## config.mk

```make
export PLATFORM = sky130hd
export DESIGN_NAME = brickGame
export DESIGN_NICKNAME = d
export VERILOG_FILES = /design/src/brickGamePkg.sv /design/src/brickGame.sv /design/src/gameStatus.sv /design/src/brickField.sv /design/src/ballMotion.sv /design/src/paddleControl.sv
export SDC_FILE = /design/constraint.sdc
export NUM_CORES = 1
export LEC_CHECK = 0
export ABC_AREA = 1
export BUFFER_PORTS_ARGS = -buffer_cell sky130_fd_sc_hd__buf_2
export CORE_ASPECT_RATIO = 0.9
export CORE_UTILIZATION = 40
export CTS_CLUSTER_SIZE = 10
export DETAILED_ROUTE_END_ITERATION = 8
export PLACE_DENSITY = 0.67
export SYNTH_ARGS = -nofsm -noshare
export SYNTH_HDL_FRONTEND = slang
export SYNTH_HIERARCHICAL = 1
export SYNTH_SLANG_ARGS = --single-unit
```

## constraint.sdc

```tcl
create_clock -name nextFrame -period 11.8 [get_ports nextFrame]
set_input_delay 1.18 -clock nextFrame [delete_from_list [all_inputs] [get_ports nextFrame]]
set_output_delay 1.18 -clock nextFrame [all_outputs]
set_load 0.03 [all_outputs]
```

## src/brickGamePkg.sv

```systemverilog
`default_nettype none

package brickGamePkg;

    // Signed screen coordinate, also used for velocities
    typedef logic signed [11:0] coordT;

    // Position or velocity pair
    typedef struct packed {
        coordT x;
        coordT y;
    } pointT;

    // Decoded controls for one frame
    typedef struct packed {
        logic moveLeft;
        logic moveRight;
        logic launch;
    } controlT;

    // Default playfield
    localparam int screenWidth = 640;
    localparam int screenHeight = 480;

    localparam int ballSize = 8;

    // Paddle geometry and motion
    localparam int paddleWidth = 80;
    localparam int paddleHeight = 8;
    localparam int paddleY = 440;
    localparam int paddleStartX = 280;
    localparam int paddleSpeed = 4;

    // Ball rules
    localparam int holdGap = 5;
    localparam int launchVelocity = 5;

    // Brick grid layout
    localparam int brickRows = 4;
    localparam int brickCols = 8;
    localparam int brickCount = brickRows * brickCols;
    localparam int brickWidth = 48;
    localparam int brickHeight = 16;
    localparam int brickOriginX = 96;
    localparam int brickOriginY = 64;
    localparam int brickPitchX = 56;
    localparam int brickPitchY = 32;

    // Scoring and lives
    localparam int brickScore = 99;
    localparam int startLives = 3;

endpackage

`default_nettype wire
```

## src/brickGame.sv

```systemverilog
`default_nettype none

module brickGame #(
    parameter int screenWidth = brickGamePkg::screenWidth,
    parameter int screenHeight = brickGamePkg::screenHeight,
    parameter int brickRows = brickGamePkg::brickRows,
    parameter int brickCols = brickGamePkg::brickCols
) (
    input  logic                               nextFrame,
    input  logic                               rstN,
    input  brickGamePkg::controlT              control,
    output brickGamePkg::coordT                paddleX,
    output brickGamePkg::pointT                ballPos,
    output logic                               ballHeld,
    output logic [brickRows * brickCols - 1:0] brickMask,
    output logic [15:0]                        score,
    output logic [1:0]                         lives,
    output logic                               gameOver
);

    brickGamePkg::pointT candidate;
    logic checkBricks;
    logic brickHit;
    logic lifeLost;

    paddleControl #(
        .screenWidth(screenWidth)
    ) paddle (
        .nextFrame(nextFrame),
        .rstN(rstN),
        .control(control),
        .gameOver(gameOver),
        .paddleX(paddleX)
    );

    ballMotion #(
        .screenWidth(screenWidth),
        .screenHeight(screenHeight)
    ) ball (
        .nextFrame(nextFrame),
        .rstN(rstN),
        .control(control),
        .paddleX(paddleX),
        .brickHit(brickHit),
        .gameOver(gameOver),
        .candidate(candidate),
        .checkBricks(checkBricks),
        .lifeLost(lifeLost),
        .ballPos(ballPos),
        .ballHeld(ballHeld)
    );

    // Combinational hit answer within the same frame
    brickField #(
        .brickRows(brickRows),
        .brickCols(brickCols)
    ) bricks (
        .nextFrame(nextFrame),
        .rstN(rstN),
        .candidate(candidate),
        .checkBricks(checkBricks),
        .brickHit(brickHit),
        .brickMask(brickMask)
    );

    gameStatus status (
        .nextFrame(nextFrame),
        .rstN(rstN),
        .lifeLost(lifeLost),
        .brickHit(brickHit),
        .lives(lives),
        .score(score),
        .gameOver(gameOver)
    );

endmodule

`default_nettype wire

```

## src/gameStatus.sv

```systemverilog
`default_nettype none

module gameStatus (
    input  logic        nextFrame,
    input  logic        rstN,
    input  logic        lifeLost,
    input  logic        brickHit,
    output logic [1:0]  lives,
    output logic [15:0] score,
    output logic        gameOver
);

    localparam logic [15:0] hitPoints = 16'(brickGamePkg::brickScore);
    localparam logic [1:0] fullLives = 2'(brickGamePkg::startLives);

    always_ff @(posedge nextFrame) begin
        if (!rstN) begin
            lives <= fullLives;
            score <= '0;
            gameOver <= 1'b0;
        end else if (!gameOver) begin
            if (brickHit) begin
                score <= score + hitPoints;
            end
            if (lifeLost) begin
                lives <= lives - 2'd1;
                // Last life gone, freeze from the next frame on
                if (lives == 2'd1) begin
                    gameOver <= 1'b1;
                end
            end
        end
    end

endmodule

`default_nettype wire

```

## src/brickField.sv

```systemverilog
`default_nettype none

module brickField #(
    parameter int brickRows = brickGamePkg::brickRows,
    parameter int brickCols = brickGamePkg::brickCols
) (
    input  logic                               nextFrame,
    input  logic                               rstN,
    input  brickGamePkg::pointT                candidate,
    input  logic                               checkBricks,
    output logic                               brickHit,
    output logic [brickRows * brickCols - 1:0] brickMask
);

    localparam int brickCount = brickRows * brickCols;

    // One-hot select of the brick to clear this frame
    logic [brickCount-1:0] hitSelect;
    logic found;

    always_comb begin
        int ballLeft;
        int ballTop;
        int brickLeft;
        int brickTop;
        int index;

        ballLeft = int'(candidate.x);
        ballTop = int'(candidate.y);
        hitSelect = '0;
        found = 1'b0;
        // Row-major scan so the lowest index wins
        for (int row = 0; row < brickRows; row++) begin
            for (int col = 0; col < brickCols; col++) begin
                index = row * brickCols + col;
                brickLeft = brickGamePkg::brickOriginX + col * brickGamePkg::brickPitchX;
                brickTop = brickGamePkg::brickOriginY + row * brickGamePkg::brickPitchY;
                // Strict box overlap on all four sides
                if (!found && brickMask[index]
                        && ballLeft < brickLeft + brickGamePkg::brickWidth
                        && ballLeft + brickGamePkg::ballSize > brickLeft
                        && ballTop < brickTop + brickGamePkg::brickHeight
                        && ballTop + brickGamePkg::ballSize > brickTop) begin
                    found = 1'b1;
                    hitSelect[index] = 1'b1;
                end
            end
        end
        brickHit = checkBricks && found;
    end

    always_ff @(posedge nextFrame) begin
        if (!rstN) begin
            brickMask <= '1;
        end else if (brickHit) begin
            brickMask <= brickMask & ~hitSelect;
        end
    end

endmodule

`default_nettype wire

```

## src/ballMotion.sv

```systemverilog
`default_nettype none

module ballMotion #(
    parameter int screenWidth = brickGamePkg::screenWidth,
    parameter int screenHeight = brickGamePkg::screenHeight
) (
    input  logic                  nextFrame,
    input  logic                  rstN,
    input  brickGamePkg::controlT control,
    input  brickGamePkg::coordT   paddleX,
    input  logic                  brickHit,
    input  logic                  gameOver,
    output brickGamePkg::pointT   candidate,
    output logic                  checkBricks,
    output logic                  lifeLost,
    output brickGamePkg::pointT   ballPos,
    output logic                  ballHeld
);

    // Held ball is centred on the paddle, a small gap above it
    localparam brickGamePkg::coordT holdOffset = brickGamePkg::coordT'(
        brickGamePkg::paddleWidth / 2 - brickGamePkg::ballSize / 2);
    localparam brickGamePkg::coordT heldY = brickGamePkg::coordT'(
        brickGamePkg::paddleY - brickGamePkg::ballSize - brickGamePkg::holdGap);
    localparam brickGamePkg::coordT resetX =
        brickGamePkg::coordT'(brickGamePkg::paddleStartX) + holdOffset;

    localparam brickGamePkg::coordT size =
        brickGamePkg::coordT'(brickGamePkg::ballSize);
    localparam brickGamePkg::coordT rightLimit =
        brickGamePkg::coordT'(screenWidth - brickGamePkg::ballSize);
    localparam brickGamePkg::coordT launchStep =
        brickGamePkg::coordT'(-brickGamePkg::launchVelocity);

    brickGamePkg::pointT velocity;
    brickGamePkg::coordT heldX;
    logic moving;
    logic hitLeft;
    logic hitRight;
    logic hitTop;
    logic hitBottom;

    always_comb begin
        moving = !ballHeld && !gameOver;
        heldX = paddleX + holdOffset;
        candidate.x = ballPos.x + velocity.x;
        candidate.y = ballPos.y + velocity.y;

        // Wall tests on the candidate box
        hitLeft = candidate.x < 0;
        hitRight = (candidate.x + size) >= brickGamePkg::coordT'(screenWidth);
        hitTop = candidate.y < 0;
        hitBottom = (candidate.y + size) >= brickGamePkg::coordT'(screenHeight);

        // Bricks only matter when no wall fired
        checkBricks = moving && !(hitLeft || hitRight || hitTop || hitBottom);
        lifeLost = moving && !(hitLeft || hitRight || hitTop) && hitBottom;
    end

    always_ff @(posedge nextFrame) begin
        if (!rstN) begin
            ballPos <= '{x: resetX, y: heldY};
            velocity <= '0;
            ballHeld <= 1'b1;
        end else if (!gameOver) begin
            if (ballHeld) begin
                // Follow the registered paddle, one frame behind
                ballPos <= '{x: heldX, y: heldY};
                if (control.launch) begin
                    ballHeld <= 1'b0;
                    velocity <= '{x: launchStep, y: launchStep};
                end
            end else if (hitLeft) begin
                ballPos <= '{x: '0, y: candidate.y};
                velocity.x <= -velocity.x;
            end else if (hitRight) begin
                ballPos <= '{x: rightLimit, y: candidate.y};
                velocity.x <= -velocity.x;
            end else if (hitTop) begin
                ballPos <= '{x: candidate.x, y: '0};
                velocity.y <= -velocity.y;
            end else if (hitBottom) begin
                // Ball lost, back onto the paddle
                ballHeld <= 1'b1;
                ballPos <= '{x: heldX, y: heldY};
                velocity <= '0;
            end else begin
                ballPos <= candidate;
                if (brickHit) begin
                    velocity.y <= -velocity.y;
                end
            end
        end
    end

endmodule

`default_nettype wire

```

## src/paddleControl.sv

```systemverilog
`default_nettype none

module paddleControl #(
    parameter int screenWidth = brickGamePkg::screenWidth
) (
    input  logic                  nextFrame,
    input  logic                  rstN,
    input  brickGamePkg::controlT control,
    input  logic                  gameOver,
    output brickGamePkg::coordT   paddleX
);

    // Rightmost position that keeps the paddle on screen
    localparam brickGamePkg::coordT maxX =
        brickGamePkg::coordT'(screenWidth - brickGamePkg::paddleWidth);
    localparam brickGamePkg::coordT speed =
        brickGamePkg::coordT'(brickGamePkg::paddleSpeed);
    localparam brickGamePkg::coordT startX =
        brickGamePkg::coordT'(brickGamePkg::paddleStartX);

    brickGamePkg::coordT movedLeft;
    brickGamePkg::coordT movedRight;
    brickGamePkg::coordT nextX;

    always_comb begin
        movedLeft = paddleX - speed;
        movedRight = paddleX + speed;
        nextX = paddleX;
        // Left wins when both are pressed
        if (control.moveLeft) begin
            nextX = (movedLeft < 0) ? '0 : movedLeft;
        end else if (control.moveRight) begin
            nextX = (movedRight > maxX) ? maxX : movedRight;
        end
    end

    always_ff @(posedge nextFrame) begin
        if (!rstN) begin
            paddleX <= startX;
        end else if (!gameOver) begin
            paddleX <= nextX;
        end
    end

endmodule

`default_nettype wire

```

==> flow_summary.ini <==
[run_status]
run_status = complete, no violations

[yosys]
synth_flop_cell = dfxtp_1
avgSynthCellArea_um2 = 6.082
synth-seq-area-share_pct = 23.03
synth_cell_types = 53
mappedNetlistArea_mm2 = 0.009562
synth_warnings = 6
yosys_register_bits = 110
synth_edf_count = 0
synthCells = 1572
async_flop_share_pct = 0

[global_route]
grt_pass1_wl_um = 44270
first_global_vias = 8948
grt_max_degree = 80
grt_overflow = 0
grt_use_total_pct = 22.39
antenna_found_initial = 0

[floorplan]
die_y_um = 148.7
start_util_pct = 40.85
dieArea_mm2 = 0.02453
die_w_um = 165.0
core_area_mm2 = 0.02341
ios = 93
rows = 53

[clock_tree]
ctsHoldBuffers = 0
cts_tree = yes
clk_latency_ps = 370
cts_buffers = 9
post_cts_resized = 0
cts_setup_buffers = 0
clock-root-buffer = clkbuf_16
h-tree-depth = 3
cts_buffer_depth = 2
path_clk_slew_ps = 80
clock_sinks = 110

[timing]
drv_slew = 0
fin_worst_skew_ps = 12.19
setup_viol = 0
max_slew.worst_pin.slew_ps = 881.8
max_slew_margin_pct = 41.22
fin_crit_ps = 6149
holdWs_ps = 465.6
setup-tns-final_ps = 0
fmaxAchievable_mhz = 162.6
fin_crit_sh_pct = 52.11
hold_viol = 0
rsz0062_at_grt = no

[cells_and_area]
fill_cells = 2476
n_antenna_cell = 0
area_growth_pct = 9.658
layout-drive-gt1-share_pct = 14.36
final_nets = 1684

[hold_path]
min-delay-path-class = flip-flop to flip-flop
timing.hold.worst_path_depth = 2

[worst_setup_path]
cp_common_cell = nand2_1
critPathMaxStageDelay_ps = 450
cpMaxStageDelayCell = fa_1
start_kind = flip-flop
arrival_ps = 6420
crit_path_end_kind = flip-flop
cp.required_ps = 12070
worst_r2r_path_depth = 41
cp_max_fo = 33
critPathKind = flip-flop to flip-flop

[routing]
avgViaCountPerCell = 5.100
drt_iter0_markers = 685
detail_route.wl_per_cell_um = 13.77
drc = 0
antenna_left = 0
dr.pass1.iters = 5
finalWirelength_um = 26800
dr_total_vias = 9925

[placed_design]
dp_hpwl_um = 20390
place_congestion = 0.9129
io_buffers = 90

[job]
maxCapViolCount = 0
## per-layer routing
metal / vias up / GRT usage (%) / share of wire [%]
li1: 5156 / - / -
met1: 4494 / 30.25 / 48
met2: 248 / 36.81 / 45
met3: 27 / 3.653 / 5.4
met4: 0 / 5.688 / 1.3
met5: - / 0 / 0
## cell usage after synthesis, types with 2 or more instances
cell type | number | area [um^2]
nand2_1 | 495 | 1858
inv_1 | 189 | 709.4
nor2_1 | 171 | 641.9
nand3_1 | 118 | 590.6
dfxtp_1 | 110 | 2202
a21oi_1 | 67 | 335.3
nand4_1 | 48 | 300.3
o21ai_0 | 40 | 200.2
ha_1 | 38 | 475.5
nand2_2 | 37 | 231.5
xor2_1 | 35 | 306.5
nor3_1 | 25 | 125.1
o21ai_1 | 22 | 110.1
inv_2 | 16 | 60.06
clkbuf_1 | 14 | 52.55
nor2_2 | 13 | 81.33
nor2_4 | 12 | 135.1
buf_4 | 9 | 67.56
nand3_2 | 9 | 90.09
nor3b_1 | 9 | 67.56
buf_6 | 8 | 90.09
buf_2 | 7 | 35.03
nand2_4 | 7 | 78.83
nand3b_1 | 7 | 52.55
a31oi_1 | 6 | 37.54
nand4_4 | 6 | 127.6
a21oi_2 | 5 | 43.79
o21bai_1 | 5 | 37.54
o21a_1 | 4 | 30.03
nand4_2 | 3 | 37.54
nor3_2 | 3 | 30.03
nor4_1 | 3 | 18.77
o211ai_1 | 3 | 22.52
or2_2 | 3 | 18.77
xnor2_1 | 3 | 26.28
a21o_1 | 2 | 15.01
fa_1 | 2 | 40.04
inv_4 | 2 | 12.51
o21ai_4 | 2 | 32.53
## kinds of logic after synthesis
group,after synthesis,synth area share (%)
flops,110,23.03
buf+inv,248,10.99
other cells,1,0.03922
xor+xnor,38,3.481
compound gates,161,9.644
simple gates,974,47.42
fa+ha+maj,40,5.391
## registers in the layout (all words and copies together) (netlist names)
| name | flops |
|---|---|
| ball/ballHeld | 1 |
| ball/ballPos | 24 |
| ball/velocity | 24 |
| bricks/brickMask | 32 |
| paddle/paddleX | 10 |
| status/gameOver | 1 |
| status/lives | 2 |
| status/score | 16 |
## worst max-delay path, delay by kind of cell, from the launching register on
family | cells | cell delay, ps
AO/OA/AOI/OAI | 1 | 140
adder cells (fa/ha/maj) | 3 | 960
buffers and inverters | 2 | 320
flip-flops | 1 | 340
AND/OR/NAND/NOR | 35 | 4270
## metrics by stage
stage | setup slack, ps | util, % | instances | cell area, um^2
2_1_floorplan | 6509 | - | 1573 | 9565
3_3_place_gp | 5932 | 43.43 | 1930 | 10170
3_5_place_dp | 5713 | 43.43 | 1930 | 10170
4_1_cts | 5685 | 44.79 | 1946 | 10490
5_1_grt | 5019 | 44.79 | 1946 | 10490
6_report | 5651 | 44.79 | 1946 | 10490
## final timing paths
kind,start,endpoint,slack (ps)
min reg2reg,bricks/brickMask[23]$_SDFFE_PN1P_,bricks/brickMask[23]$_SDFFE_PN1P_,470
max reg2reg,ball/ballPos[12]$_SDFFE_PN0N_,ball/velocity[7]$_SDFFE_PN0P_,5650
min,bricks/brickMask[23]$_SDFFE_PN1P_,bricks/brickMask[23]$_SDFFE_PN1P_,470
max,ball/ballPos[12]$_SDFFE_PN0N_,ball/velocity[7]$_SDFFE_PN0P_,5650
## placed cells by master, fill, tap and decap left out, types with 16 or more instances in the layout
cell and n:
nor3_1 25, o21ai_1 22, dfxtp_1 110, nand3_1 118
inv_2 16, nand2_1 495, o21ai_0 40, ha_1 38
nand2_2 37, nand4_1 48, inv_1 189, a21oi_1 67
nor2_1 171, buf_2 90, xor2_1 35
## area by class of cell
class                      count  area [um^2]  area share [%]
multi-input combinational   1215         6312           60.20
sequential                   110         2202           21.00
inverter                     208        785.8           7.494
timing repair buffer          95        488.0           4.654
tap                          302        377.9           3.604
clock buffer                  10        239.0           2.279
clock inverter                 6        80.08          0.7637
Power is left out: the tool's default activity adds up to more than one toggle a clock period on the data nets, which glitch-free logic cannot reach.
